## config.mk

```make
export PLATFORM = sky130hd
export DESIGN_NAME = resultStage
export DESIGN_NICKNAME = d
export VERILOG_FILES = /design/src/predecodePkg.sv /design/src/resultStage.sv
export SDC_FILE = /design/constraint.sdc
export NUM_CORES = 1
export LEC_CHECK = 0
export ABC_CLOCK_PERIOD_IN_PS = 3700
export BUFFER_PORTS_ARGS = -buffer_cell sky130_fd_sc_hd__buf_2
export CORE_AREA = 3 3 554 556
export DETAILED_ROUTE_END_ITERATION = 16
export DIE_AREA = 0 0 557 559
export PLACE_DENSITY = 0.33
export SLEW_MARGIN = 15
export SYNTH_ARGS = -nofsm -noshare
export SYNTH_HDL_FRONTEND = slang
export SYNTH_SLANG_ARGS = --single-unit
```

## constraint.sdc

```tcl
create_clock -name clk -period 3.7 [get_ports clk]
set_input_delay 0.37 -clock clk [delete_from_list [all_inputs] [get_ports clk]]
set_output_delay 0.37 -clock clk [all_outputs]
set_load 0.01 [all_outputs]
```

## src/predecodePkg.sv

```systemverilog
// *********************************************************************
// predecoder shared definitions
// sizes, class bit positions and the slot payload types
// *********************************************************************
`default_nettype none

package predecodePkg;

  // bundle geometry
  localparam int parcelW    = 16;
  localparam int numParcels = 16;
  localparam int bundleW    = parcelW * numParcels;
  localparam int maxLen     = 4;                  // parcels per instruction
  localparam int instrW     = parcelW * maxLen;   // window of one instruction
  localparam int offW       = 4;
  localparam int lenW       = 3;

  // class vector, one bit per class
  localparam int classW   = 8;
  localparam int clsAlu   = 0;
  localparam int clsShift = 1;
  localparam int clsMul   = 2;
  localparam int clsLoad  = 3;
  localparam int clsStore = 4;
  localparam int clsJump  = 5;
  localparam int clsIndir = 6;
  localparam int clsFpu   = 7;

  typedef logic [classW-1:0] instrClass_t;

  typedef struct packed {
    logic [instrW-1:0] word;  // zero beyond parcel 15
    logic [lenW-1:0]   len;
    logic [offW-1:0]   off;
    instrClass_t       cls;
  } instrSlot_t;

  typedef struct packed {
    logic [offW-1:0] off;
    logic [7:0]      disp;   // upper byte of first parcel
    logic [offW-1:0] slot;   // instruction slot of this jump
    logic            indir;
  } jumpSlot_t;

endpackage

`default_nettype wire

```

## src/resultStage.sv

```systemverilog
// *********************************************************************
// result stage
// registers one predecode result and presents it under a
// four-phase outReq/outAck handshake
// *********************************************************************
`timescale 1ns/1ps
`default_nettype none

module resultStage import predecodePkg::*; #(
  parameter int maxInstr = 8,
  parameter int maxJumps = 4
) (
  input  logic                        clk,
  input  logic                        rstN,
  input  logic                        full,
  input  instrSlot_t [maxInstr-1:0]   instrSlotsIn,
  input  logic [maxInstr-1:0]         instrEnIn,
  input  jumpSlot_t [maxJumps-1:0]    jumpSlotsIn,
  input  logic [maxJumps-1:0]         jumpEnIn,
  input  logic                        overflowIn,
  input  logic                        jumpOverflowIn,
  input  logic                        malformedIn,
  input  logic                        outAck,
  output logic                        take,
  output logic                        outReq,
  output instrSlot_t [maxInstr-1:0]   instrSlots,
  output logic [maxInstr-1:0]         instrEn,
  output jumpSlot_t [maxJumps-1:0]    jumpSlots,
  output logic [maxJumps-1:0]         jumpEn,
  output logic                        overflow,
  output logic                        jumpOverflow,
  output logic                        malformed
);

  typedef enum logic [1:0] {
    sEmpty,
    sPresent,
    sWaitLow
  } state_t;

  state_t state;

  assign take   = (state == sEmpty) && full;
  assign outReq = (state == sPresent);

  always_ff @(posedge clk) begin
    if (!rstN) begin
      state        <= sEmpty;
      instrEn      <= '0;
      jumpEn       <= '0;
      overflow     <= 1'b0;
      jumpOverflow <= 1'b0;
      malformed    <= 1'b0;
    end else begin
      case (state)
        sEmpty: begin
          if (full) begin
            state        <= sPresent;
            instrEn      <= instrEnIn;
            jumpEn       <= jumpEnIn;
            overflow     <= overflowIn;
            jumpOverflow <= jumpOverflowIn;
            malformed    <= malformedIn;
          end
        end
        sPresent: if (outAck) state <= sWaitLow;
        default:  if (!outAck) state <= sEmpty;   // ack returned to zero
      endcase
    end
  end

  // slot payload
  always_ff @(posedge clk) begin
    if (take) begin
      instrSlots <= instrSlotsIn;
      jumpSlots  <= jumpSlotsIn;
    end
  end

endmodule

`default_nettype wire

```

Yosys cells after proc, flatten, opt, wreduce, memory -nomap -nowiden
Index checks and enable logic that the tools add are counted.
{ "word_totals": {"regBits": 717, "input_bits": 719, "out_inout_bits": 717, "elab_cells": 66} }
{ "classes": {"eq_ne": 4, "muxes": 4, "n_reduce_logical": 4} }
{ "op_table": {"columns": ["operator", "count"], "rows": [
  ["2-to-1 mux 2 bit", 3],
  ["!= test 2 bit, second input constant", 2],
  ["one-hot mux 2 bit (2 select lines)", 1],
  ["!= test 3 x 1 -> 1 bit, second input constant", 1],
  ["AND reduction 3 bit", 1],
  ["equality test 2 x 1 -> 1 bit, second input constant", 1],
  ["logical NOT 2 bit", 1],
  ["AND reduction 2 bit", 1],
  ["logical AND 1 bit", 1]
]} }

Logic depth before layout (Yosys ltp)
{ "depth": {"depth_word": 3, "mapped_depth": 4} }

Worst setup path before layout
Ideal clock, no wire load.
{ "synth_timing": {"kind": "input -> register", "start": "input port full", "end": "register instrSlots[0] in the netlist's numbering, enable pin", "arrival_time_ns": 2.640, "t_required_ns": 3.251, "slack_ns": 0.611, "stages": 3, "n_path_buf": 2, "path_cell_list": "nor3b_2 -> buf_6 -> buf_12"} }
{ "synth_between": {"elab_chain_cells": 1} }
{ "synth_lines": {"columns": ["item", "line", "rtl"], "rows": [
  ["start, declared", "resultStage.sv:15", "input logic full,"],
  ["logical AND 1 bit", "resultStage.sv:43", "assign take = (state == sEmpty) && full;"],
  ["via take", "resultStage.sv:24", "output logic take,"],
  ["end signal, assigned", "resultStage.sv:75", "instrSlots <= instrSlotsIn;"],
  ["end, declared", "resultStage.sv:26", "output instrSlot_t [maxInstr-1:0] instrSlots,"]
]} }
The timed path passes the listed nets, and every way through them passes these cells.
A chain may end at the register's enable or synchronous reset.

Final worst setup path
{ "layout_timing": {"start": "register state[0]", "end": "output port take"} }
{ "layout_between": {"elab_chain_cells": 2} }
{ "layout_lines": {"columns": ["item", "line", "rtl"], "rows": [
  ["start, declared", "resultStage.sv:41", "state_t state;"],
  ["start signal, assigned", "resultStage.sv:48", "state <= sEmpty;"],
  ["start signal, assigned", "resultStage.sv:58", "state <= sPresent;"],
  ["start signal, assigned", "resultStage.sv:66", "sPresent: if (outAck) state <= sWaitLow;"],
  ["logical NOT 2 bit", "resultStage.sv:43", null],
  ["logical AND 1 bit", "resultStage.sv:43", null],
  ["end, declared", "resultStage.sv:24", null]
]} }
Every way passes these cells.

==> results list <==
- After detailed routing, the average wire length per cell comes to approximately 19 um.
- Fill cells: 33664
- Counting flops with a built-in enable in the synthesized netlist gives 700.
- At the pin with the least slew margin, the transition time is 843 ps.
* Initial core utilization: 0.0718
* Required time of the worst setup path: approximately 3300 ps
- Vias in the first global route: 19543
- Summed over all nets, the half-perimeter wirelength after detailed placement is around 110 mm.
- Entering global routing, the biggest net connects 105 pins.
* Antenna violations before repair: 74
- The worst pin sits at a relative slew slack of 0.438.
- Counting I/O delays and the setup requirement, the final critical path takes between 2000 and 3000 ps.
- Number of clock buffers inserted by TritonCTS: 95
- Final hold violations: 0
- IO buf count: between 1000 and 1500
- Average footprint of a synthesized cell: 28.1 um^2
* Most instantiated cells after synthesis: edfxtp_1, nand2_1, dfxtp_1, mux2i_1, buf_2
- Setup total negative slack on the finished layout was measured at 0 ps.
- Total Routing Usage GR: 0.0840
- Worst ir drop on vdd: 0.367 mV
* Via count of the routed design: between 15000 and 20000
- Sequential-to-total area share from yosys stat: 0.983
- Of the available clock period, the critical path in the final layout requires 0.804.
- Pwr per Cell Area: between 400 and 500 nW/um^2
* Combinational family with the most area after synthesis: multiplexers
* Kind of path behind the tightest hold check: input port to flop
- After synthesis, the netlist uses 12 different library cells.
- The signal on the critical path passes through nor3b_4, buf_12, buf_4, buf_2.
- Syn Std Cell Area: around 22000 um^2
* Total die area: just over 300000 um^2
- The first routing iteration left between 800 and 900 violations.
- P_leak: around 17 nW
- Top cells by area in the synthesized netlist: edfxtp_1, dfxtp_1, mux2i_1
* Top-level port count: ~1400
- Avg Vias per Cell: between 2 and 2.5
* Fraction of registers with async set/reset: 0
- At the later pin of the worst-skew pair, clock insertion delay measures between 700 and 800 ps.
- Slowest cell on crit path: buf_4
* Multiplexer area fraction after synthesis: 0.00691
* Maximum root-to-sink buffer count: 4
- Post-Route Skew: between 50 and 60 ps
- The post-synthesis compound-gate area fraction is 0.000864.
- Row Count: 202
- Unrepaired setup endpoints after global routing: no
* Number of nets at the end of the flow: between 3000 and 4000
* Core area: 303000 um^2
* Cell taking the most area after synthesis: edfxtp_1
- Chip width: ~560 um
- During synthesis, Yosys emitted a total of 0 warnings.
- The most used flip-flop cell after synthesis is edfxtp_1.
- Core occupancy in the finished layout: 0.147
- In the post-synthesis netlist, the cell with the most instances is edfxtp_1.
- The first global-routing pass estimated 176 mm of wire.
- The H-tree generated during clock tree synthesis spans 3 levels.
- The tree is rooted in a clkbuf_16.
* Total setup violations reported at the end of the flow: 0
- The final layout contains routed wiring with a total length of roughly 140 mm.
- Outcome: complete, no violations
- The worst setup path is captured at an output port.
- Router iterations before antenna repair: 4
- Mapped Nets: about 1500
* Synthesized-area fraction occupied by and/or/nand/nor cells: 0.00622
- Across the run, the number of max-cap violations was 0.
- Arrival time of data at the critical path endpoint: 2600 ps
- Compared with the post-synthesis result, the final layout area differs by 105%.
- Adder-cell area share of the yosys netlist: 0
* TritonCTS clock tree: built
* Synthesized-area fraction occupied by xor and xnor cells: 0.000403
* Setup repair bufs after CTS: 0
- Counting every sink on the clock net gives slightly above 700.
- Proportion of layout cells with a drive suffix above 1: 0.513
- From bottom edge to top edge, the die measures 559 um.
- Syn Inst Count: approximately 770
- Timing would allow up to 336 MHz.
* Share of the synthesized area in the top cell type: 0.968
- Flip-flop and latch count after synthesis: about 700
- Clock slew seen by the registers of the worst setup and hold paths: about 60 ps
- Of all nets on the critical path, the largest fanout is 38.
* Placer congestion estimate: between 0.8 and 0.9
- STA classifies the critical path startpoint as a flop.
* Type of the setup path with the least slack: flop to output port
* Total gr overflow: 0
- In the routed design, unresolved DRC markers number 0.
- The final number of max-transition violations is 0.
* Residual antenna-violating net count after detailed routing: 0
- On the worst path, the slowest cell contributes a delay of 490 ps.
==> flip-flops by register name, summed over array words and instances (netlist names) <==
signal and flops:
instrEn 8, instrSlots 632, jumpEn 4, jumpOverflow 1
jumpSlots 68, malformed 1, overflow 1, state 2
==> placed cells by master (no fill, tap or decap) <==
cell	count
o2bb2ai_1	1
nand2_1	31
clkbuf_1	16
bufinv_16	8
buf_12	7
diode_2	25
clkinv_1	19
xor2_1	1
inv_16	1
inv_6	8
inv_8	2
mux2i_1	15
nor3b_4	1
dfxtp_1	17
clkinv_4	8
buf_4	24
clkinvlp_4	2
o211a_1	1
clkinv_2	6
edfxtp_1	700
nor2b_1	1
clkbuf_8	1
buf_2	1435
clkbuf_16	96
clkinv_8	2
dlygate4sd3_1	716
==> through the flow <==
stage          total power [mW]  hold slack (ps)  instance area, um^2  instances  worst slack, ps
2_1_floorplan              10.6              462                21700        774              611
3_3_place_gp               12.1              473                34200       6212             1380
3_5_place_dp               12.1              454                34200       6212             1360
4_1_cts                    22.2              135                44400       7097              536
5_1_grt                    22.7              174                44400       7111              501
6_report                   21.7              213                44400       7122              725
==> worst max-delay path, delay by kind of cell, from the launching register on <==
kind | cells | cell delay [ps]
buf+inv | 3 | 950
simple gates | 1 | 400
flops | 1 | 350
==> cell families (layout without fill, tap and decap cells) <==
group	after synthesis	count (layout)
multiplexers	15	15
XOR/XNOR	1	1
buffers and inverters	6	2351
flip-flops	717	717
other	0	25
AO/OA/AOI/OAI	2	2
AND/OR/NAND/NOR	33	33
==> final cells by class <==
| class | count | area (um^2) | area share |
|---|---|---|---|
| sequential | 717 | 21400 | 0.481 |
| antenna | 25 | 62.6 | 0.00141 |
| multi-input combinational | 51 | 319 | 0.00718 |
| clock inverter | 56 | 572 | 0.0129 |
| timing repair buffer | 2182 | 14700 | 0.330 |
| tap | 3978 | 4980 | 0.112 |
| clock buffer | 113 | 2480 | 0.0557 |
==> layer usage <==
| layer | part of all wire | vias to the layer above | global-route usage |
|---|---|---|---|
| met2 | 0.48 | 1079 | 0.145 |
| met3 | 0.12 | 225 | 0.0425 |
| met5 | 0.0011 | - | 0 |
| met4 | 0.041 | 24 | 0.0347 |
| met1 | 0.35 | 8305 | 0.0853 |
| li1 | - | 7729 | - |
==> worst paths after layout <==
| path | cells after the start | slack (ps) | start | end |
|---|---|---|---|---|
| min | 3 | 210 | rstN | jumpEn[0]$_SDFFE_PN0P_ |
| max | 4 | 730 | state[0]$_SDFFE_PN0P_ | take |
| max reg2reg | 3 | 1580 | state[0]$_SDFFE_PN0P_ | instrSlots[579]$_DFFE_PP_ |
| min reg2reg | 2 | 460 | instrEn[0]$_SDFFE_PN0P_ | instrEn[0]$_SDFFE_PN0P_ |
==> power by group <==
group,internal (mW),switching (mW)
sequential,9.66,0.208
clock,5.37,3.79
combinational,1.19,1.46
==> repair_timing <==
| item | in CTS | in global routing |
|---|---|---|
| hold buffers | 716 | 0 |
| endpoints found under the hold margin | 717 | 0 |
| gates resized for setup | 0 | 0 |
Power figures use the tool's default switching activity.
