<file path="config.mk">
export PLATFORM = sky130hd
export DESIGN_NAME = instrClassifier
export DESIGN_NICKNAME = d
export VERILOG_FILES = /design/src/predecodePkg.sv /design/src/instrClassifier.sv
export SDC_FILE = /design/constraint.sdc
export NUM_CORES = 1
export LEC_CHECK = 0
export ABC_CLOCK_PERIOD_IN_PS = 1200
export BUFFER_PORTS_ARGS = -buffer_cell sky130_fd_sc_hd__buf_4
export CAP_MARGIN = 20
export CORE_AREA = 5 5 42 44
export DETAILED_ROUTE_END_ITERATION = 10
export DIE_AREA = 0 0 47 49
export GPL_TIMING_DRIVEN = 0
export PLACE_DENSITY_LB_ADDON = 0.12
export SLEW_MARGIN = 20
export SYNTH_ARGS = -nofsm -noshare
export SYNTH_HDL_FRONTEND = slang
export SYNTH_SLANG_ARGS = --single-unit
export TNS_END_PERCENT = 100
</file>
<file path="constraint.sdc">
create_clock -name vclk -period 1.2
set_clock_uncertainty 0.2 [all_clocks]
set_input_delay 0.18 -clock vclk [all_inputs]
set_output_delay 0.18 -clock vclk [all_outputs]
set_load 0.1 [all_outputs]
</file>
<file path="src/predecodePkg.sv">
// *********************************************************************
// predecoder shared definitions
// sizes, class bit positions and the slot payload types
// *********************************************************************
`default_nettype none

package predecodePkg;

  // bundle geometry
  localparam int parcelW    = 16;
  localparam int numParcels = 16;
  localparam int bundleW    = parcelW * numParcels;
  localparam int maxLen     = 4;                  // parcels per instruction
  localparam int instrW     = parcelW * maxLen;   // window of one instruction
  localparam int offW       = 4;
  localparam int lenW       = 3;

  // class vector, one bit per class
  localparam int classW   = 8;
  localparam int clsAlu   = 0;
  localparam int clsShift = 1;
  localparam int clsMul   = 2;
  localparam int clsLoad  = 3;
  localparam int clsStore = 4;
  localparam int clsJump  = 5;
  localparam int clsIndir = 6;
  localparam int clsFpu   = 7;

  typedef logic [classW-1:0] instrClass_t;

  typedef struct packed {
    logic [instrW-1:0] word;  // zero beyond parcel 15
    logic [lenW-1:0]   len;
    logic [offW-1:0]   off;
    instrClass_t       cls;
  } instrSlot_t;

  typedef struct packed {
    logic [offW-1:0] off;
    logic [7:0]      disp;   // upper byte of first parcel
    logic [offW-1:0] slot;   // instruction slot of this jump
    logic            indir;
  } jumpSlot_t;

endpackage

`default_nettype wire

</file>
<file path="src/instrClassifier.sv">
// *********************************************************************
// instruction classifier
// class vector of one instruction from the low byte of its
// first parcel, zero-displacement jumps decode as ALU hints
// *********************************************************************
`timescale 1ns/1ps
`default_nettype none

module instrClassifier import predecodePkg::*; (
  input  logic [parcelW-1:0] parcel,
  output instrClass_t        cls
);

  logic [7:0] opcode;
  logic       hasDisp;

  assign opcode  = parcel[7:0];
  assign hasDisp = |parcel[parcelW-1:8];

  always_comb begin
    cls = '0;
    casez (opcode)
      8'b00??_????: cls[clsAlu]   = 1'b1;   // 0-63
      8'b010?_????: cls[clsShift] = 1'b1;   // 64-95
      8'b011?_????: cls[clsMul]   = 1'b1;   // 96-127
      8'b100?_????: cls[clsLoad]  = 1'b1;   // 128-159
      8'b101?_????: cls[clsStore] = 1'b1;   // 160-191
      8'b110?_????: begin
        // hint when the displacement byte is zero
        if (hasDisp)
          cls[clsJump] = 1'b1;
        else
          cls[clsAlu] = 1'b1;
      end
      8'b1110_????: begin
        cls[clsJump]  = 1'b1;
        cls[clsIndir] = 1'b1;
      end
      8'b1111_0???: cls[clsFpu] = 1'b1;
      default: begin
        // 248-255, fpu load
        cls[clsFpu]  = 1'b1;
        cls[clsLoad] = 1'b1;
      end
    endcase
  end

endmodule

`default_nettype wire

</file>
## Word level (Yosys, flattened, before mapping)

Cells that the tools add are included.

| operators by class | value |
|---|---|
| reduce and logical (&&, ||, !) cells | 4 |
| equality and inequality tests | 7 |
| muxes and demuxes | 10 |

Operators with widths:

| cell | number |
|---|---|
| 7-bit OR reduction | 2 |
| 3-bit equality test (second input constant) | 3 |
| 1-bit two-way mux | 8 |
| 8-bit OR reduction | 1 |
| 3-bit by 2-bit equality test with 1-bit output (second input constant) | 2 |
| 5-bit equality test (second input constant) | 1 |
| 4-bit equality test (second input constant) | 1 |
| 1-bit one-hot mux with 2 select lines | 2 |
| 2-bit logical NOT | 1 |

| word-level totals | value |
|---|---|
| flip-flop bits (word level) | 0 |
| input bits | 16 |
| logic and storage cells | 21 |

## Depth between registers and ports, before layout

Gate-level depths: netlist (run 1).

| logic depth | value |
|---|---|
| word-level depth | 3 |
| depth in mapped cells | 3 |

## Least setup slack after synthesis (run 1)

OpenSTA, ideal clock, no wires.

| timing path | value |
|---|---|
| kind | input-to-output |
| start point | in parcel[5] |
| end point | out cls[1] |
| data arrival time | 2.392 ns |
| required time | 0.820 ns |
| stages on the path | 1 |
| path buffers | 0 |
| slack | -1.572 ns |
| cell sequence | nor3b_1 |

| on the way | value |
|---|---|
| word-level cells in the longest chain between the ends | 2 |

Ends and longest elaborated chain:

| element | line | text |
|---|---|---|
| start, declared | instrClassifier.sv:10 | `input logic [parcelW-1:0] parcel,` |
| 3-bit by 2-bit equality test with 1-bit output | instrClassifier.sv:22 | `casez (opcode)` |
| 1-bit two-way mux | instrClassifier.sv:22 |  |
| end, declared | instrClassifier.sv:11 | `output instrClass_t cls` |

Every way passes these cells.

## Final worst setup path (run 1)

| timing path | value |
|---|---|
| start point | in parcel[14] |
| end point | out cls[0] |

| on the way | value |
|---|---|
| word-level cells in the longest chain between the ends | 3 |

Ends and longest elaborated chain:

| element | line | text |
|---|---|---|
| 8-bit OR reduction | instrClassifier.sv:18 | `assign hasDisp = \|parcel[parcelW-1:8];` |
| 1-bit two-way mux | instrClassifier.sv:30 | `if (hasDisp)` |
| 1-bit one-hot mux with 2 select lines | instrClassifier.sv:22 |  |

Every way passes these cells.

==> impl_metrics.tcl, run 1 <==
set metrics [dict create \
    status "finished, violations left" \
    violations "setup timing" \
    critPathCapture "cls[0]" \
    final_core_util_pct 30.7 \
    ys_types 12 \
    hold_start "parcel[4]" \
    n_antenna_cell 0 \
    yosys_warnings 0 \
    gp_congestion 0.639 \
    cellLeakagePower_nw 0.178 \
    vias 213 \
    path_cells "buf_6 > or4_4 > o32ai_4 > buf_12" \
    start_util_pct 7.68 \
    portBuffers 21 \
    worst_setup_path_start_kind "input pin" \
    antenna_found_initial 0 \
    drc 0 \
    netlist_instances 16 \
    via_per_inst 4.02 \
    pin_count 24 \
    seq_area_frac_synth_pct 0 \
    seq_area_sq_um 0 \
    clock_buffers 0 \
    area_growth_pct 300 \
    dp.final_hpwl_um 507 \
    max_cap_violations 0 \
    fillCellCount 158 \
    slowest_stage "or4_4" \
    rsz0062_at_grt "true" \
    syn-num-nets 32 \
    grt_pass1_wl_um 883 \
    rows 14 \
    wl_per_cell_um 10.5 \
    path_max_fanout 2 \
    core_area_sq_mm 0.00140 \
    drv_slew 0 \
    min_path_cells 3 \
    overflow 0 \
    final_cells 53 \
    track_usage_pct 4.63 \
    fp.dieW_um 47 \
    tightest_slew_ps 281 \
    relSlewSlack_pct 81.4 \
    grt_pass1_vias 213 \
    fmax_mhz 586 \
    hold_viol_final 0 \
    arrival_ps 1330 \
    synth_area_sq_um 108 \
    hp-class "in -> out" \
    period_minus_slack_ps 1710 \
    powerDensity_mw_per_mm2 476 \
    setup_viol 2 \
    finalCritPeriodShare_pct 142 \
    cp-startpoint "parcel[14]" \
    avgSynthCellArea_sq_um 6.73 \
    critPathMaxStageDelay_ps 540 \
    fp.dieArea_sq_mm 0.00230 \
    endpoint_kind "output pin" \
    fin_ws_ps -506 \
    drt_iter0_markers 0 \
    seq_cell_count 0 \
    place_inst 53 \
    ant_nets 0 \
    die_y_um 49 \
    grt_max_degree 9 \
    ir_worst_vdd_uv 194 \
    routed_wl_um 559 \
    first_pass_iters 1 \
    crit_type "in -> out" \
    fin_nets 55 \
    ctsHoldBuffers 0 \
    final_layout_size_suffix_gt1_share_pct 86.5 \
    required_ps 820 \
]
## final cells by class
class | count | area (sq um) | area share, %
inverter | 1 | 3.75 | 0.872
multi-input combinational | 15 | 166 | 38.7
tap | 16 | 20.0 | 4.65
timing repair buffer | 21 | 240 | 55.8
## Yosys cell counts
| library cell | number | area (sq um) |
|---|---|---|
| and2_1 | 1 | 6.26 |
| nand3b_1 | 1 | 7.51 |
| nand3_1 | 1 | 5.00 |
| nor3b_1 | 1 | 7.51 |
| nor2_1 | 3 | 11.3 |
| and3b_1 | 2 | 17.5 |
| o22ai_1 | 1 | 6.26 |
| o21ai_0 | 1 | 5.00 |
| or4_1 | 2 | 15.0 |
| nand4_1 | 1 | 6.26 |
| inv_1 | 1 | 3.75 |
| o32ai_2 | 1 | 16.3 |
## per-layer routing
metal  up-vias  track usage [%]  wire length (um)
li1        106                -                 -
met1        97             6.09               205
met2        10             7.92               295
met3         0             1.11                59
met4         0                0                 0
met5         -                0                 0
## metrics by stage
stage               total power [mW]  setup TNS [ps]  worst slack [ps]  cell area [sq um]  hold slack (ps)
floorplan                      0.110           -1750              -764                161              256
global placement               0.173           -1280              -594                339              528
detailed placement             0.175           -1330              -601                339              531
CTS                            0.202            -950              -517                415              474
global route                   0.214            -996              -537                430              452
finish                         0.205            -929              -506                430              443
## critical path: cells and delay by family
kind | cells | cell delay (ps)
buffers and inverters | 2 | 300
AND/OR/NAND/NOR | 1 | 540
AO/OA/AOI/OAI | 1 | 300
## worst min-delay path by stage
stage	slack [ps]	endpoint
2_1_floorplan	260	cls[6]
3_3_place_gp	530	cls[6]
3_5_place_dp	530	cls[6]
4_1_cts	470	cls[6]
5_1_grt	450	cls[6]
6_report	440	cls[6]
## placed cells by master, fill, tap and decap left out
cell and count:
o22ai_2 1, nor2_4 2, o21ai_1 1, o32ai_4 1, inv_1 1, nand3b_1 1, nand4_1 1, nand3_4 1
buf_6 6, or4_4 2, and2_4 1, nor3b_2 1, nor2_1 1, buf_4 9, and3b_2 2, buf_8 3
buf_12 3
## kinds of logic (layout without fill, tap and decap cells)
kind of cell | Yosys count | in the layout | share of synthesized area [%]
and+or+nand+nor | 12 | 12 | 70.9
buffers and inverters | 1 | 22 | 3.49
AOI/OAI and AO/OA | 3 | 3 | 25.6
## what timing repair did
item | in CTS | in global routing
setup buffers | 0 | 0
pin swaps | 2 | 2
gates resized for setup | 20 | 4
cloned | 0 | 0
endpoints found under the setup margin | 7 | 4
## power by group
part / internal [mW] / switching, mW / total (mW)
sequential: 0 / 0 / 0
combinational: 0.0830 / 0.122 / 0.205
clock: 0 / 0 / 0
Power figures use the tool's default switching activity.
==> inputs of run 2 (changes only) <==
Settings changed: SETUP_SLACK_MARGIN set to 0.1.
==> impl_metrics.tcl, run 2 (synthesis results as in run 1) <==
set metrics [dict create \
    pin_count 24 \
    first_pass_iters 2 \
    critPathMaxStageDelay_ps 540 \
    tightest_slew_ps 238 \
    fin_nets 59 \
    holdWs_ps 449 \
    final_layout_size_suffix_gt1_share_pct 87.8 \
    seq_area_sq_um 0 \
    wl_per_cell_um 10.9 \
    ant_nets 0 \
    gp_congestion 0.560 \
    top_usage_layer "met2" \
    path_buf_inv 2 \
    crit_type "in -> out" \
    final_cell_mix "buf_12, buf_4, buf_6" \
    clkPwrFrac_pct 0 \
    die_y_um 49 \
    ctsHoldBuffers 0 \
    swShare_pct 53.0 \
    setup_viol 5 \
    rows 14 \
    period_minus_slack_ps 1700 \
    n_antenna_cell 0 \
    path_cells "buf_6 > or4_4 > o32ai_4 > buf_12" \
    powerDensity_mw_per_mm2 451 \
    drc 0 \
    required_ps 820 \
    portBuffers 21 \
    relSlewSlack_pct 84.2 \
    fp.dieW_um 47 \
    start_util_pct 7.68 \
    hold_viol_final 0 \
    hp-class "in -> out" \
    fin_ws_ps -501 \
    grtUsageMet1_pct 6.74 \
    antenna_found_initial 0 \
    track_usage_pct 5.19 \
    rsz0062_at_grt "true" \
    endpoint_kind "output pin" \
    drv_slew 0 \
    path_max_fanout 2 \
    gr-usage-met3_pct 0.738 \
    final_core_util_pct 38.6 \
    grt_use_met2_pct 9.28 \
    fmax_mhz 588 \
    pwr-share-seq_pct 0 \
    slowest_stage "or4_4" \
    violations "setup timing" \
    p_int_uw 115 \
    area_growth_pct 402 \
    vias 233 \
    fp.dieArea_sq_mm 0.00230 \
    cpLargestDelayFamily "simple AND/OR/NAND/NOR gates" \
    core_area_sq_mm 0.00140 \
    ir_worst_vdd_uv 152 \
    grt_pass1_wl_um 945 \
    arrival_ps 1320 \
    status "finished, violations left" \
    via_per_inst 4.09 \
    final_common_cell "buf_12" \
    combPwrFrac_pct 100.0 \
    max_cap_violations 0 \
    overflow 0 \
    clock_buffers 0 \
    cellLeakagePower_nw 0.217 \
    seq_cell_count 0 \
    worst_setup_path_start_kind "input pin" \
    grt_max_degree 9 \
    routed_wl_um 619 \
    grt_pass1_vias 217 \
    finalCritPeriodShare_pct 142 \
    switchingPower_uw 129 \
    drt_iter0_markers 3 \
]
run 2: cell types whose count changed in the layout (fill, tap and decap cells not counted), sizes merged:
cell | before | now
buf | 21 | 25
run 2: final timing paths:
path                 end  slack [ps]  depth (start not counted)  startpoint
setup / recovery  cls[0]        -500                          4  parcel[14]
hold / removal    cls[6]         450                          3   parcel[4]
run 2: tightest hold or removal path: stages:
cell and delay [ps]:
buf_6 90, nor2_4 40, buf_12 150
run 2: layout make-up:
| class | instances | area (sq um) |
|---|---|---|
| Tap cell | 16 | 20.0 |
| Fill cell | 154 | 861 |
| Multi-Input combinational cell | 15 | 178 |
| Timing Repair Buffer | 25 | 339 |
| Inverter | 1 | 3.75 |
run 2: metrics by stage:
step                setup TNS, ps  setup WS (ps)  instances  power, mW  cell area, sq um
detailed placement          -1410           -594         53      0.181               353
global placement            -1350           -595         53      0.179               353
global route                -1160           -516         57      0.253               541
finish                      -1010           -501         57      0.244               541
CTS                          -956           -508         53      0.230               490
floorplan                   -1740           -764         16      0.114               175
run 2: repair_timing:
action,4_1_cts,5_1_grt
endpoints found under the hold margin,0,0
gates resized for setup,34,5
setup buffers,0,4
pin swaps,4,3
setup endpoints to repair,8,8
run 2: per-layer routing:
layer	wire (um)	up-vias
li1	-	115
met1	213	109
met2	358	9
met3	47	0
met4	0	0
met5	0	-
run 2: power groups by stage:
stage / Sequential [mW] / Combinational, mW / Clock (mW)
2_1_floorplan: 0 / 0.114 / 0
3_3_place_gp: 0 / 0.179 / 0
3_5_place_dp: 0 / 0.181 / 0
4_1_cts: 0 / 0.230 / 0
5_1_grt: 0 / 0.253 / 0
6_report: 0 / 0.244 / 0
