<file path="src/predecodePkg.sv">
// *********************************************************************
// predecoder shared definitions
// sizes, class bit positions and the slot payload types
// *********************************************************************
`default_nettype none

package predecodePkg;

  // bundle geometry
  localparam int parcelW    = 16;
  localparam int numParcels = 16;
  localparam int bundleW    = parcelW * numParcels;
  localparam int maxLen     = 4;                  // parcels per instruction
  localparam int instrW     = parcelW * maxLen;   // window of one instruction
  localparam int offW       = 4;
  localparam int lenW       = 3;

  // class vector, one bit per class
  localparam int classW   = 8;
  localparam int clsAlu   = 0;
  localparam int clsShift = 1;
  localparam int clsMul   = 2;
  localparam int clsLoad  = 3;
  localparam int clsStore = 4;
  localparam int clsJump  = 5;
  localparam int clsIndir = 6;
  localparam int clsFpu   = 7;

  typedef logic [classW-1:0] instrClass_t;

  typedef struct packed {
    logic [instrW-1:0] word;  // zero beyond parcel 15
    logic [lenW-1:0]   len;
    logic [offW-1:0]   off;
    instrClass_t       cls;
  } instrSlot_t;

  typedef struct packed {
    logic [offW-1:0] off;
    logic [7:0]      disp;   // upper byte of first parcel
    logic [offW-1:0] slot;   // instruction slot of this jump
    logic            indir;
  } jumpSlot_t;

endpackage

`default_nettype wire

</file>
<file path="src/boundaryScan.sv">
// *********************************************************************
// boundary scan
// finds instruction start parcels from the stop vector and start
// offset, measures lengths and flags over-long or unterminated runs
// *********************************************************************
`timescale 1ns/1ps
`default_nettype none

module boundaryScan import predecodePkg::*; (
  input  logic [numParcels-1:0]           heldStop,
  input  logic [offW-1:0]                 heldOff,
  output logic [numParcels-1:0]           isStart,
  output logic [numParcels-1:0][lenW-1:0] len,
  output logic                            malformed
);

  logic [numParcels-1:0]          prevStop;
  logic [numParcels+maxLen-2:0]   stopExt;

  // stop of the parcel before, parcel 0 has none
  assign prevStop = {heldStop[numParcels-2:0], 1'b0};

  // zero padding past parcel 15 reads as no stop
  assign stopExt = {{(maxLen-1){1'b0}}, heldStop};

  always_comb begin
    logic cand;
    logic found;

    isStart   = '0;
    len       = '0;
    malformed = 1'b0;
    for (int i = 0; i < numParcels; i++) begin
      cand = (i == int'(heldOff)) || ((i > int'(heldOff)) && prevStop[i]);
      found = 1'b0;
      // search downwards so the nearest stop wins
      for (int k = maxLen - 1; k >= 0; k--) begin
        if (stopExt[i+k]) begin
          found  = 1'b1;
          len[i] = lenW'(k + 1);
        end
      end
      if (cand && found)
        isStart[i] = 1'b1;
      else if (cand)
        malformed = 1'b1;   // longer than maxLen or no stop at all
    end
  end

endmodule

`default_nettype wire

</file>
<file path="config.mk">
export PLATFORM = sky130hd
export DESIGN_NAME = boundaryScan
export DESIGN_NICKNAME = d
export VERILOG_FILES = /design/src/predecodePkg.sv /design/src/boundaryScan.sv
export SDC_FILE = /design/constraint.sdc
export NUM_CORES = 1
export LEC_CHECK = 0
export BUFFER_PORTS_ARGS = -buffer_cell sky130_fd_sc_hd__buf_2
export CORE_AREA = 5 5 54 56
export DETAILED_ROUTE_END_ITERATION = 10
export DIE_AREA = 0 0 59 61
export PLACE_DENSITY = 0.95
export SLEW_MARGIN = 20
export SYNTH_ARGS = -nofsm -noshare
export SYNTH_HDL_FRONTEND = slang
export SYNTH_SLANG_ARGS = --single-unit
</file>
<file path="constraint.sdc">
create_clock -name vclk -period 3.6
set_input_delay 0.54 -clock vclk [all_inputs]
set_output_delay 0.54 -clock vclk [all_outputs]
set_load 0.1 [all_outputs]
</file>
# Word level (Yosys, flattened, before mapping)
# Cells that the tools add are included.
# totals
wordCells	235
inputBits	20
register_bits	0
output_inout_bits	65
# classes
order_cmp	15
n_mux	158
n_eq_ne	15
reduce_logical	47
# ops
operator	n
3-bit 2-to-1 mux	55
1-bit 2-to-1 mux	101
4-bit equality test (first input constant)	8
4-bit greater-than comparator (first input constant)	8
1-bit logical AND	31
3-bit by 4-bit equality test with 1-bit output (first input constant)	4
3-bit by 4-bit greater-than comparator with 1-bit output (first input constant)	4
1-bit logical OR	15
2-bit by 4-bit equality test with 1-bit output (first input constant)	2
2-bit by 4-bit greater-than comparator with 1-bit output (first input constant)	2
1-bit by 4-bit equality test with 1-bit output (first input constant)	1
1-bit by 4-bit greater-than comparator with 1-bit output (first input constant)	1
4-bit zero test	1
2-bit 2-to-1 mux	2

# Longest topological paths before layout
# Gate-level depths: netlist (run 1).
# logic_depth
ltp_word	36
mapped_depth	6
mapped_depth_nobuf	5

# Least setup slack after synthesis (run 1)
# No wires, ideal clock.
# synth_timing
path_type	in2out
from	input port heldStop[1]
to	output port len[2] (netlist bit)
required_time_ps	3060
arrival_time_ps	3637
n_path_buf	1
path_stages	2
path_slack_ps	-577
cell_sequence	clkbuf_1 nor4_1
# synth_lines
element	line_no	rtl
start, declared	boundaryScan.sv:10	input logic [numParcels-1:0] heldStop,
end, declared	boundaryScan.sv:13	output logic [numParcels-1:0][lenW-1:0] len,

# Worst setup path after layout (run 1)
# layout_timing
from	input port heldOff[1]
to	output port malformed
# layout_via
elab_chain_len	33
elab_cells_between_ends	109
classes_between	15 x order compare; 15 x eq/ne; 32 x mux; 47 x reduce/logical
# layout_rtl
element	line_no	rtl
start, declared	boundaryScan.sv:11	input logic [offW-1:0] heldOff,
1-bit by 4-bit greater-than comparator with 1-bit output or 4-bit zero test (tied branches)	boundaryScan.sv:34	cand = (i == int'(heldOff)) || ((i > int'(heldOff)) && prevStop[i]);
1-bit logical AND (tied with other cells)	boundaryScan.sv:34	
1-bit logical OR or 1-bit 2-to-1 mux (tied branches)	boundaryScan.sv:34, boundaryScan.sv:43	
1-bit 2-to-1 mux or 1-bit logical AND (tied branches)	boundaryScan.sv:45, boundaryScan.sv:43	
1-bit 2-to-1 mux	boundaryScan.sv:43	if (cand && found)
1-bit 2-to-1 mux	boundaryScan.sv:45	else if (cand)
1-bit 2-to-1 mux	boundaryScan.sv:43	
1-bit 2-to-1 mux	boundaryScan.sv:45	
[... 17 more ...]	-	
1-bit 2-to-1 mux	boundaryScan.sv:45	
1-bit 2-to-1 mux	boundaryScan.sv:43	
1-bit 2-to-1 mux	boundaryScan.sv:45	
1-bit 2-to-1 mux	boundaryScan.sv:43	
1-bit 2-to-1 mux	boundaryScan.sv:45	
1-bit 2-to-1 mux	boundaryScan.sv:43	
1-bit 2-to-1 mux	boundaryScan.sv:45	
1-bit 2-to-1 mux (*)	boundaryScan.sv:43	
end, declared	boundaryScan.sv:14	output logic malformed
# Every way passes the cells marked *; elsewhere a longest branch is shown, timed or not.

==> flow_summary_export.csv, run 1 <==
group,metric,value,unit
timing,slew_viol_final,0,
die,ioPinCount,85,
routing,drtAntennaViolNets,0,
synth,synth_cells,175,
global_routing,grt_overflow,0,
placed_design,gp_congestion,0.869,
global_routing,use_met1,0.244,
worst_setup_path,crit_type,"in -> out",
finish,final_nets,258,
finish,multi_input_area,830,um^2
timing,fin_ws,1.01,ns
routing,drt_iter0_drc,41,
die,coreArea,0.00239,mm^2
finish,drive_gt1_frac,0.407,
finish,final_area,0.00130,mm^2
synth,synth_area,0.00101,mm^2
synth,synth-seq-area-share,0,
timing,fin_hold_ws,1.52,ns
routing,num_vias,1417,
die,die_w,59,um
pwr,p_total,0.459,mW
timing,rsz0062_at_grt,"false",
routing,wl_per_cell,12.5,um
global_routing,grt_pass1_wl,5330,um
routing,drc,0,
finish,regArea,0,um^2
placed_design,placed_area,0.00130,mm^2
placed_design,post-place-cells,266,
global_routing,grt_max_degree,17,
die,die-area,0.00360,mm^2
worst_setup_path,start_kind,"input pin",
synth,ys_types,45,
worst_setup_path,arrival,2.05,ns
clock_network,cts_setup_buffers,0,
hold_path,hold_class,"in -> out",
finish,seq_cell_count,0,
routing,firstDrtPassIters,4,
finish,nFillCells,258,
outcome,outcome,"finished clean",
finish,fin_util,0.546,
routing,wirelength,3330,um
worst_setup_path,worst-path-max-fanout,16,
global_routing,top_usage_layer,"met2",
timing,fin_setup_tns,0,ns
placed_design,port-buffer-count,81,
clock_network,cts_hold_buf,0,
placed_design,preCtsSetupSlack,1.02,ns
global_routing,grt.met3_usage,0.0170,
synth,yosysWarnings,0,
timing,min_period_over_period,0.719,
pwr,ir_worst_vdd,202,uV
worst_setup_path,cp.required,3.06,ns
global_routing,grt_pass1_vias,1210,
synth,synth_area_per_cell,5.77,um^2
placed_design,hpwlAfterDp,2680,um
routing,vias_per_cell,5.33,
clock_network,cts_resized,0,
timing,setup_violations,0,
global_routing,use_met2,0.308,
timing,max_clock_freq,0.386,GHz
finish,num_antenna_cells,0,
global_routing,grt_usage,0.176,
worst_setup_path,critPathCaptureType,"output port",
die,rows,18,
global_routing,antenna_found_initial,0,
pwr,power.leakage,0.700,nW
timing,min_period,2.59,ns
finish,instances_no_fill,266,
die,start_util,0.423,
finish,nClkBuffers,0,
finish,area_growth,29.0,%
timing,finalHoldViolations,0,
job,drv_cap,0,
pwr,p_per_area,352,mW/mm^2
die,die_height,61,um
## cell usage after synthesis, types with 4 or more instances
cell type / count / area (um^2)
nor2_1: 36 / 135
nor3_1: 15 / 75.1
a21oi_1: 14 / 70.1
nand2_1: 13 / 48.8
nand2b_1: 11 / 68.8
inv_1: 8 / 30.0
o21ai_0: 8 / 40.0
buf_4: 7 / 52.6
buf_2: 6 / 30.0
nor4_1: 5 / 31.3
and3_1: 4 / 25.0
clkbuf_1: 4 / 15.0
## path summary, 6_finish.rpt
path | from | endpoint | slack, ns | cells after the start
worst max-delay path | heldOff[1] | malformed | 1.01 | 7
worst min-delay path | heldStop[15] | len[45] | 1.52 | 2
## power by group
group | internal [mW] | leakage, nW | switching (mW)
Sequential | 0 | 0 | 0
Combinational | 0.0643 | 0.700 | 0.395
Clock | 0 | 0 | 0
Total | 0.0643 | 0.700 | 0.395
## logic make-up (layout without fill, tap and decap cells)
kind of cell,Yosys count,after routing,share of synthesized area
AND/OR/NAND/NOR,98,98,0.494
AO/OA/AOI/OAI,43,43,0.281
buffers and inverters,31,89,0.201
multiplexers,2,2,0.0198
other,1,4,0.00371
## layout make-up
cell class / count / area share
multi-input combinational: 147 / 0.637
timing repair buffer: 81 / 0.311
tap: 30 / 0.0288
inverter: 8 / 0.0231
## critical path: stages
cell and delay (ns):
buf_2 0.19, and2_2 0.22, o21ai_0 0.25, o32ai_1 0.15, a311oi_1 0.24, nand4_1 0.13, buf_2 0.31
## cells in the final DEF (no fill, tap or decap), types with 3 or more instances in the layout
cell type	n
conb_1	4
inv_1	8
o21ai_0	8
nand2_1	13
a31oi_1	3
nor2_1	36
nor3_1	15
buf_2	81
a21oi_1	14
nand2b_1	11
nor4_1	4
and3_1	4
## per-layer routing
layer / part of all wire / vias to the layer above / routed length [um]
li1: - / 728 / -
met1: 0.42 / 633 / 1400
met2: 0.50 / 56 / 1670
met3: 0.077 / 0 / 256
met4: 0 / 0 / 0
met5: 0 / - / 0
No activity file was read; power rests on OpenSTA's default activity.
==> inputs of run 2 (changes only) <==
CORE_AREA = 5 5 56 58   (was 5 5 54 56)
DIE_AREA = 0 0 61 63   (was 0 0 59 61)
PLACE_DENSITY = 0.91   (was 0.95)
clock period = 2.4 ns   (was 3.6 ns; I/O delays follow)
==> run 2 against run 1 <==
Count of clock-buffer cells in the layout did not move. Non-clock buffer count rose by 3. Global-route usage rose by 1.2 points. Total power rose by 57%. Largest cell class unchanged. Cell count rose by 1.5%. Critical endpoint unchanged.
==> flow_summary_export.csv, run 2 (synthesis gave the netlist of run 1 again) <==
group,metric,value,unit
worst_setup_path,start_kind,"input pin",
clock_network,cts_hold_buf,0,
pwr,power.leakage,0.735,nW
finish,num_antenna_cells,0,
global_routing,grt_usage,0.188,
routing,firstDrtPassIters,4,
worst_setup_path,critPathCaptureType,"output port",
finish,final_cell_mix,"buf_2, nor2_1, nand2_1",
global_routing,grt_overflow,0,
finish,final_nets,261,
worst_setup_path,arrival,1.85,ns
timing,max_clock_freq,0.453,GHz
pwr,ir_worst_vdd,248,uV
die,die-area,0.00384,mm^2
global_routing,grt_pass1_wl,6030,um
routing,drtAntennaViolNets,0,
routing,vias_per_cell,5.34,
routing,drt_iter0_drc,76,
routing,wl_per_cell,13.8,um
timing,fin_setup_tns,0,ns
global_routing,antenna_found_initial,0,
placed_design,gp_congestion,0.989,
placed_design,hpwlAfterDp,2980,um
worst_setup_path,cp.required,2.04,ns
timing,rsz0062_at_grt,"false",
clock_network,cts_setup_buffers,0,
global_routing,grt_pass1_vias,1369,
pwr,p_total,0.722,mW
die,die_height,63,um
finish,regArea,0,um^2
placed_design,port-buffer-count,81,
finish,drive_gt1_frac,0.498,
finish,final_common_cell,"buf_2",
die,start_util,0.386,
timing,slew_viol_final,0,
finish,area_growth,43.6,%
routing,wirelength,3720,um
hold_path,hold_class,"in -> out",
die,ioPinCount,85,
timing,finalHoldViolations,0,
die,coreArea,0.00262,mm^2
clock_network,cts_resized,0,
timing,min_period,2.21,ns
routing,drc,0,
die,die_w,61,um
die,rows,19,
timing,setup_violations,0,
timing,min_period_over_period,0.920,
worst_setup_path,crit_type,"in -> out",
job,drv_cap,0,
pwr,p_per_area,498,mW/mm^2
finish,nClkBuffers,0,
routing,num_vias,1441,
finish,fin_util,0.555,
global_routing,grt_max_degree,17,
finish,seq_cell_count,0,
outcome,outcome,"finished clean",
worst_setup_path,worst-path-max-fanout,16,
run 2: worst max-delay path, cell delays in order:
cell      delay, ns
buf_2          0.20
and2_2         0.22
o21ai_0        0.28
o32ai_1        0.15
a311oi_1       0.23
nand4_1        0.19
buf_12         0.21
run 2: path summary, 6_finish.rpt:
check | from | to | slack (ns) | cells after the start
hold / removal | heldStop[15] | len[45] | 1.17 | 2
setup / recovery | heldOff[1] | malformed | 0.19 | 7
run 2: final cells by class:
| cell class | instances | area [um^2] |
|---|---|---|
| fillers | 276 | 1160 |
| multi-input cells | 147 | 923 |
| repair buffers | 84 | 458 |
| well taps | 31 | 38.8 |
| inverters | 8 | 30.0 |
run 2: through the flow:
step,cell area (um^2),hold slack [ns],cells,setup slack (ns)
floorplan,1130,0.886,178,-0.659
global placement,1450,1.16,270,0.279
detailed placement,1450,1.17,270,0.211
CTS,1450,1.17,270,0.206
global route,1450,1.18,270,0.0608
finish,1450,1.17,270,0.193
run 2: metal layers:
layer / GRT usage / vias up / routed length, um
met5: 0 / - / 0
met4: 0.0217 / 0 / 14
met2: 0.326 / 49 / 1840
met1: 0.253 / 664 / 1600
li1: - / 726 / -
met3: 0.0165 / 2 / 262
run 2: power breakdown:
part	total (mW)	switching (mW)	internal (mW)	leakage, nW
clock network	0	0	0	0
logic	0.722	0.609	0.113	0.735
registers	0	0	0	0
