### src/predecodePkg.sv
// *********************************************************************
// predecoder shared definitions
// sizes, class bit positions and the slot payload types
// *********************************************************************
`default_nettype none

package predecodePkg;

  // bundle geometry
  localparam int parcelW    = 16;
  localparam int numParcels = 16;
  localparam int bundleW    = parcelW * numParcels;
  localparam int maxLen     = 4;                  // parcels per instruction
  localparam int instrW     = parcelW * maxLen;   // window of one instruction
  localparam int offW       = 4;
  localparam int lenW       = 3;

  // class vector, one bit per class
  localparam int classW   = 8;
  localparam int clsAlu   = 0;
  localparam int clsShift = 1;
  localparam int clsMul   = 2;
  localparam int clsLoad  = 3;
  localparam int clsStore = 4;
  localparam int clsJump  = 5;
  localparam int clsIndir = 6;
  localparam int clsFpu   = 7;

  typedef logic [classW-1:0] instrClass_t;

  typedef struct packed {
    logic [instrW-1:0] word;  // zero beyond parcel 15
    logic [lenW-1:0]   len;
    logic [offW-1:0]   off;
    instrClass_t       cls;
  } instrSlot_t;

  typedef struct packed {
    logic [offW-1:0] off;
    logic [7:0]      disp;   // upper byte of first parcel
    logic [offW-1:0] slot;   // instruction slot of this jump
    logic            indir;
  } jumpSlot_t;

endpackage

`default_nettype wire

### src/bundleCapture.sv
// *********************************************************************
// bundle capture
// input side of the predecoder, holds one bundle with its stop
// vector and start offset under a four-phase req/ack handshake
// *********************************************************************
`timescale 1ns/1ps
`default_nettype none

module bundleCapture import predecodePkg::*; (
  input  logic                  clk,
  input  logic                  rstN,
  input  logic [bundleW-1:0]    bundle,
  input  logic [numParcels-1:0] stopBits,
  input  logic [offW-1:0]       startOff,
  input  logic                  bundleReq,
  input  logic                  take,
  output logic                  bundleAck,
  output logic [bundleW-1:0]    heldBundle,
  output logic [numParcels-1:0] heldStop,
  output logic [offW-1:0]       heldOff,
  output logic                  full
);

  logic load;

  // new request, previous one retired and a free register
  assign load = bundleReq && !bundleAck && !full;

  always_ff @(posedge clk) begin
    if (!rstN) begin
      full      <= 1'b0;
      bundleAck <= 1'b0;
    end else if (load) begin
      full      <= 1'b1;
      bundleAck <= 1'b1;
    end else begin
      if (take)
        full <= 1'b0;          // result stage took it
      if (bundleAck && !bundleReq)
        bundleAck <= 1'b0;     // return to zero
    end
  end

  always_ff @(posedge clk) begin
    if (load) begin
      heldBundle <= bundle;
      heldStop   <= stopBits;
      heldOff    <= startOff;
    end
  end

endmodule

`default_nettype wire

### config.mk
export PLATFORM = sky130hd
export DESIGN_NAME = bundleCapture
export DESIGN_NICKNAME = d
export VERILOG_FILES = /design/src/predecodePkg.sv /design/src/bundleCapture.sv
export SDC_FILE = /design/constraint.sdc
export NUM_CORES = 1
export LEC_CHECK = 0
export BUFFER_PORTS_ARGS = -buffer_cell sky130_fd_sc_hd__buf_2
export CORE_AREA = 2 2 216 218
export DETAILED_ROUTE_END_ITERATION = 16
export DIE_AREA = 0 0 218 220
export GPL_TIMING_DRIVEN = 0
export PLACE_DENSITY = 0.4
export SETUP_SLACK_MARGIN = 0.15
export SLEW_MARGIN = 0
export SYNTH_ARGS = -nofsm -noshare
export SYNTH_HDL_FRONTEND = slang
export SYNTH_SLANG_ARGS = --single-unit
### constraint.sdc
create_clock -name clk -period 15.3 [get_ports clk]
set_input_delay 0.765 -clock clk [delete_from_list [all_inputs] [get_ports clk]]
set_output_delay 0.765 -clock clk [all_outputs]
set_load 0.05 [all_outputs]
Word level (Yosys, flattened, before mapping)
Index checks and enable logic that the tools add are counted.

Multiplexer cells: 4. Reduce and logical (&&, ||, !) cells: 8.

Operator list (number): 2-to-1 mux 1 bit (4); nonzero test 2 bit (2); logical AND 1 bit (3); zero test 1 bit (3).

Bits in registers: 278. Input port bits: 280. Output and inout port bits: 278.

Logic depth before layout (Yosys ltp)
Gate-level depths: netlist (run 1).

Depth in word-level cells: 4. Depth in mapped cells: 2. Mapped depth without buffers: 2.

Worst setup path before layout (run 1)
OpenSTA, ideal clock, no wires.

Path type: register to register. Start: register full. End: register full. Arrival time: 12012 ps. Required time: 15193 ps. Slack: 3181 ps. Cell stages (with the launch flop): 3. Buffers on the path: 0. Clock period less this slack: 12119 ps. Cell sequence: dfxtp_1 nor3b_2 o21a_1.

Cells in the longest elaborated chain, start to end: 3.

Ends and longest elaborated chain: from (decl) (line bundleCapture.sv:21) `output logic full`; from (signal assigned) (line bundleCapture.sv:31) `full <= 1'b0;`; from (signal assigned) (line bundleCapture.sv:34) `full <= 1'b1;`; from (signal assigned) (line bundleCapture.sv:38) `full <= 1'b0;`; zero test 1 bit * (line bundleCapture.sv:27) `assign load = bundleReq && !bundleAck && !full;`; logical AND 1 bit * (line bundleCapture.sv:27); named net load (line bundleCapture.sv:24) `logic load;`; 2-to-1 mux 1 bit / nonzero test 2 bit (equally long branches).

The timed path passes the listed nets; every way through them passes the cells marked *. A chain may end at the register's enable or synchronous reset.

Worst setup path after layout (run 1)
Start: register full. End: register heldBundle[216] (enable).

Cells in the longest elaborated chain, start to end: 2.

Ends and longest elaborated chain: zero test 1 bit (line bundleCapture.sv:27); logical AND 1 bit (line bundleCapture.sv:27); named net load (line bundleCapture.sv:24); to (signal assigned) (line bundleCapture.sv:46) `heldBundle <= bundle;`; to (decl) (line bundleCapture.sv:18) `output logic [bundleW-1:0] heldBundle,`.

The timed path passes the listed nets, and every way through them passes these cells.

==> out/metrics.cfg, run 1 <==
[status]
status=completed

[global_routing]
antenna_found_initial=5
track_usage_pct=9.73
grt_pass1_vias=5281
grt_max_degree=22
grt_overflow_total=0
grt_pass1_wl_um=33900

[placement]
dp_hpwl_um=19800
postPlaceCellArea_mm2=0.0122
gp_congestion=0.762
placed_cells=1465
io_buffer_count=557

[setup_path]
crit_path_end_kind=flip-flop
cpPeakStageDelay_ns=0.55
critPathArrivalTime_ns=2.81
crit_chain=nor3b_4, buf_8, buf_8, buf_8, buf_16, buf_8, buf_8, buf_8
cp_top_family=buffers and inverters
cp.buffers_inverters=7
cp_slowest_cell=nor3b_4
cp_max_fo=20
start_kind=flip-flop
crit_type=reg -> reg
cp.required_ns=15.50
worst_path_most_repeated_cell=buf_8

[yosys]
netlist_instances=284
synth_cell_type_count=8
ys_ff_latch=278
synth_enable_flop_cells=276
synth_top_area_share_pct=99.0
synth.most_common_cell=edfxtp_1
avgSynthCellArea_um2=29.5
syn_nets=564
yosys.area.top_type=edfxtp_1
yosysSeqAreaShare_pct=99.5
async_flop_share_pct=0
synthTopCellsByArea=edfxtp_1 (99%), dfxtp_1 (0.48%), nor3b_2 (0.15%)
synth_top_flop_cell=edfxtp_1
synthTopCellsByCount=edfxtp_1 (276), dfxtp_1 (2)
syn_area_mm2=0.00837
yosysWarnings=0

[detailed_routing]
dr.first_iter.drc_count=171
drc=0
vias=5192
wl_per_cell_um=16.4
ant_nets=0
first_pass_iters=4
routed_wl_um=25100
via_per_inst=3.40

[clock_tree]
hold_buffers=0
tritoncts=done
clockBufferDepth=3
post_cts_resized=0
postCtsSetupRepairBufs=0
h-tree-depth=2
numCtsBuffers=35
cts_sinks=278
ctsRootBufferMaster=clkbuf_16
clock_latency_ns=0.52
clk_transition_reported_paths_ns=0.06

[run]
drv_cap=0

[timing]
hold_viol=0
rsz0062_at_grt=no
post-route-period-util_pct=17.0
max_freq_mhz=384
report.final.slew_viol_count=0
clock_skew_ns=0.0192
relSlewSlack_pct=60.2
fin_crit_ns=2.61
setup_viol=0
tightest_slew_ns=0.596
hold_slack_ns=0.414
tns_ns=0

[cells_and_area]
multi_input_area_um2=43.8
fillCellCount=4710
area_growth_pct=60.3
final_cell_count_no_fill=1529
finalInstanceArea_mm2=0.0134
nets=1175
drive_above_1_share_pct=67.7
regArea_mm2=0.00833

[power]
p_int_mw=1.50
switchingPower_mw=0.543
clockPowerShare_pct=41.7
swShare_pct=26.5
combPwrFrac_pct=13.9
power.leakage_nw=5.57
sequentialPowerShare_pct=44.4
power.density_mw_per_mm2=153
peakVddDrop_uv=70.8

[floorplanning]
die_w_um=218
core_area_mm2=0.0459
dieArea_mm2=0.0480
fp-row-count=79
io_pins=558
die_y_um=220
start_util_pct=18.2

[worst_hold_path]
holdCritPathClass=in -> reg

per-layer routing:
layer  vias up  part of all wire [%]  global-route usage [%]
met4         6                   2.7                    4.10
met5         -                  0.15                       0
met3        47                    10                    4.54
met2       292                    50                    16.1
met1      2452                    37                    10.8
li1       2395                     -                       -
stage by stage:
stage / util (%) / setup slack (ns) / power [mW]
floorplan: - / 3.18 / 1.13
global placement: 26.0 / -2.18 / 1.23
detailed placement: 26.6 / 12.15 / 1.21
CTS: 29.2 / 12.63 / 2.09
global route: 29.2 / 12.51 / 2.12
finish: 29.2 / 12.69 / 2.05
cell families after synthesis:
kind of cell    Yosys count  share of synthesized area [%]
compound gates            2                          0.149
buf+inv                   1                         0.0448
simple gates              3                          0.299
flops                   278                           99.5
final timing paths:
kind | slack [ns] | startpoint | to | depth (start not counted)
hold reg to reg | 0.50 | bundleAck | bundleAck | 2
setup reg to reg | 12.69 | full | heldBundle[216] | 8
hold / removal | 0.41 | bundle[123] | heldBundle[123] | 1
setup / recovery | 12.69 | full | heldBundle[216] | 8
layout make-up:
| cell class | instances | share of cell area (%) |
|---|---|---|
| Clock inverter | 22 | 1.91 |
| Clock buffer | 40 | 6.99 |
| Inverter | 1 | 0.0280 |
| Antenna cell | 2 | 0.0373 |
| Timing Repair Buffer | 574 | 23.0 |
| Multi-Input combinational cell | 5 | 0.326 |
| Sequential cell | 278 | 62.1 |
| Tap cell | 607 | 5.66 |
worst register-to-register path, cell delays in order, from the launching register on:
cell and delay (ns):
dfxtp_1 0.35, nor3b_4 0.55, buf_8 0.27, buf_8 0.18, buf_8 0.18, buf_16 0.17
buf_8 0.17, buf_8 0.20, buf_8 0.22
power by group through the flow:
stage          registers [mW]  logic (mW)  clock network (mW)
3_3_place_gp            0.954       0.274                   0
3_5_place_dp            0.925       0.289                   0
2_1_floorplan            1.11      0.0175                   0
4_1_cts                 0.910       0.289               0.886
5_1_grt                 0.914       0.298               0.913
6_report                0.909       0.285               0.853
cells in the final DEF (no fill, tap or decap):
master	netlist	routed
clkbuf_1	0	3
dfxtp_1	2	2
o21a_1	1	1
buf_16	0	3
nor3b_4	0	1
diode_2	0	2
clkinv_1	0	12
nand2_1	1	1
inv_1	1	1
bufinv_16	0	6
edfxtp_1	276	276
nor2b_2	1	1
buf_8	0	14
clkinv_4	0	1
buf_2	0	557
clkbuf_16	0	37
a21oi_1	1	1
clkinv_2	0	1
inv_6	0	2
state kept, by name (all words and copies together), names as in the netlist:
name and cells:
bundleAck 1, full 1, heldStop 16, heldOff 4, heldBundle 256
Power figures use the tool's default switching activity.
==> run 2, diff against run 1 <==
==> constraint.sdc (replaced) <==
create_clock -name clk -period 2.5 [get_ports clk]
set_input_delay 0.125 -clock clk [delete_from_list [all_inputs] [get_ports clk]]
set_output_delay 0.125 -clock clk [all_outputs]
set_load 0.05 [all_outputs]
==> run 2 against run 1 <==
Sequential power increased to 6.1 times the previous value. Wire length rose by 12%. Utilization is 5.9 points higher. Via count grew 21%. Sequential share of layout area shrank 10 points. Power increased to 6.1 times the previous value. Hold slack worse by 0.11 ns. Setup slack got worse by 12 ns. Final area rose by 20%. Cell count is 18% higher. Clock power increased to 5.7 times the previous value. Critical path type unchanged. Highest routed layer unchanged.
==> out/metrics.cfg, run 2 (same netlist as run 1, synthesis figures left out) <==
[status]
status=completed  ; unchanged

[timing]
clock_skew_ns=0.0132  ; was 0.0192 ns
tightest_slew_ns=0.299  ; was 0.596 ns
relSlewSlack_pct=80.1  ; was 60.2%
fin_crit_ns=2.03  ; was 2.61 ns
max_freq_mhz=494  ; was 384 MHz
report.final.slew_viol_count=0  ; unchanged
post-route-period-util_pct=81.0  ; was 17.0%
setup_viol=0  ; unchanged
rsz0062_at_grt=no  ; unchanged
hold_viol=0  ; unchanged

[setup_path]
startpoint=full  ; unchanged
cpPeakStageDelay_ns=0.34  ; was 0.55 ns
cp.required_ns=2.72  ; was 15.50 ns
cp_slowest_cell=dfxtp_2  ; was nor3b_4
worst_path_most_repeated_cell=buf_8  ; unchanged
critPathArrivalTime_ns=2.24  ; was 2.81 ns
start_kind=flip-flop  ; unchanged
cp_top_family=buffers and inverters  ; unchanged
crit_path_end_kind=flip-flop  ; unchanged
r2r_start=full  ; unchanged
cp.buffers_inverters=5  ; was 7
crit_type=reg -> reg  ; unchanged
crit_chain=nor3b_4, buf_8, buf_8, buf_16, buf_8, buf_8  ; was nor3b_4, buf_8, buf_8, buf_8, buf_16, buf_8, buf_8, buf_8
cp_max_fo=20  ; unchanged

[detailed_routing]
routed_wl_um=28200  ; was 25,100 µm
vias=6279  ; was 5,192
wl_per_cell_um=15.6  ; was 16.4 µm
via_per_inst=3.47  ; was 3.40
first_pass_iters=4  ; unchanged
dr.first_iter.drc_count=247  ; was 171
drc=0  ; unchanged
ant_nets=0  ; unchanged

[cells_and_area]
multi_input_area_um2=43.8  ; unchanged
top_register=heldBundle  ; unchanged
fillCellCount=4420  ; was 4,710
final_common_cell=buf_2  ; unchanged
layout_common_cells=buf_2 (557), dlygate4sd3_1 (280), edfxtp_1 (276)  ; was buf_2 (557), edfxtp_1 (276), clkbuf_16 (37)
drive_above_1_share_pct=52.3  ; was 67.7%
largestRegisters=heldBundle (256), heldStop (16), heldOff (4)  ; unchanged
regArea_mm2=0.00833  ; about the same
postLayoutCoreUtil_pct=35.2  ; was 29.2%
final_cell_count_no_fill=1809  ; was 1,529
largest_register_ff_count=256  ; unchanged
area_growth_pct=92.7  ; was 60.3%
nets=1455  ; was 1,175

[floorplanning]
start_util_pct=18.2  ; unchanged
die_y_um=220  ; unchanged
dieArea_mm2=0.0480  ; unchanged
die_w_um=218  ; unchanged
io_pins=558  ; unchanged
fp-row-count=79  ; unchanged
core_area_mm2=0.0459  ; unchanged

[global_routing]
grt_pass1_vias=6903  ; was 5,281
grt_overflow_total=0  ; unchanged
grt_pass1_wl_um=39600  ; was 33,900 µm
track_usage_pct=11.1  ; was 9.73%
grt_max_degree=21  ; was 22
antenna_found_initial=3  ; was 5

[clock_tree]
clock_latency_ns=0.52  ; about the same
ctsRootBufferMaster=clkbuf_16  ; unchanged
h-tree-depth=2  ; unchanged
clockBufferDepth=3  ; unchanged
numCtsBuffers=34  ; was 35
cts_sinks=278  ; unchanged
clk_transition_reported_paths_ns=0.06  ; about the same
post_cts_resized=0  ; unchanged
tritoncts=done  ; unchanged

[run]
drv_cap=0  ; unchanged

[placement]
dp_hpwl_um=20300  ; was 19,800 µm
gp_congestion=0.744  ; was 0.762
placed_cells=1465  ; unchanged
io_buffer_count=557  ; unchanged

[power]
power.leakage_nw=6.70  ; was 5.57 nW
power.density_mw_per_mm2=777  ; was 153 mW/mm²
peakVddDrop_uv=524  ; was 70.8 µV

[worst_hold_path]
hold_start=bundle[79]  ; was bundle[123]
holdCritPathClass=in -> reg  ; unchanged

run 2: cell types whose count changed in the layout (fill, tap and decap cells not counted), moves of 2 or more:
cell           before  now
dfxtp_1             2    0
clkbuf_1            3    7
bufinv_16           6    2
clkinv_2            1    5
clkinv_1           12    6
dlygate4sd3_1       0  280
run 2: metal layers:
metal	part of all wire [%]	global-route usage [%]
met5	0.046	0
met4	3.1	4.94
met3	10	4.51
met2	51	19.4
met1	36	11.6
run 2: timing repair:
item	in CTS	in global routing
setup endpoints to repair	20	0
setup buffers	1	0
hold endpoints to repair	278	0
hold buffers	280	0
run 2: worst reg2reg max path, delay by kind of cell, from the launching register on:
family	cells	cell delay [ns]
buf+inv	5	1.04
flops	1	0.34
simple gates	1	0.32
run 2: area by class of cell:
| cell class | count | area share [%] |
|---|---|---|
| sequential | 278 | 51.7 |
| timing repair buffer | 855 | 36.5 |
| clock buffer | 44 | 5.90 |
| tap | 607 | 4.71 |
| clock inverter | 17 | 0.892 |
| multi-input combinational | 5 | 0.271 |
| antenna | 2 | 0.0310 |
| inverter | 1 | 0.0233 |
run 2: path summary, 6_finish.rpt:
| check | end | slack [ns] | depth (start not counted) |
|---|---|---|---|
| worst max register to register | heldBundle[11] | 0.47 | 6 |
| worst min-delay path | heldBundle[79] | 0.30 | 2 |
| worst max-delay path | heldBundle[11] | 0.47 | 6 |
| worst min register to register | bundleAck | 0.47 | 1 |
run 2: power breakdown:
group / leakage, nW / switching (mW) / total [mW] / internal, mW
Combinational: 3.52 / 1.42 / 2.11 / 0.695
Sequential: 2.64 / 0.0729 / 5.57 / 5.49
Clock: 0.536 / 1.95 / 4.86 / 2.91
run 2: metrics by stage:
step	setup WS [ns]	power [mW]	hold WS [ns]	TNS (ns)	area, µm²
floorplan	-5.39	6.85	0.224	-1491.81	8380
global placement	-8.58	7.45	0.301	-2369.76	11900
detailed placement	0.173	7.43	0.303	0	12200
CTS	0.470	12.8	0.249	0	16100
global route	0.341	13.0	0.276	0	16100
finish	0.475	12.5	0.303	0	16100
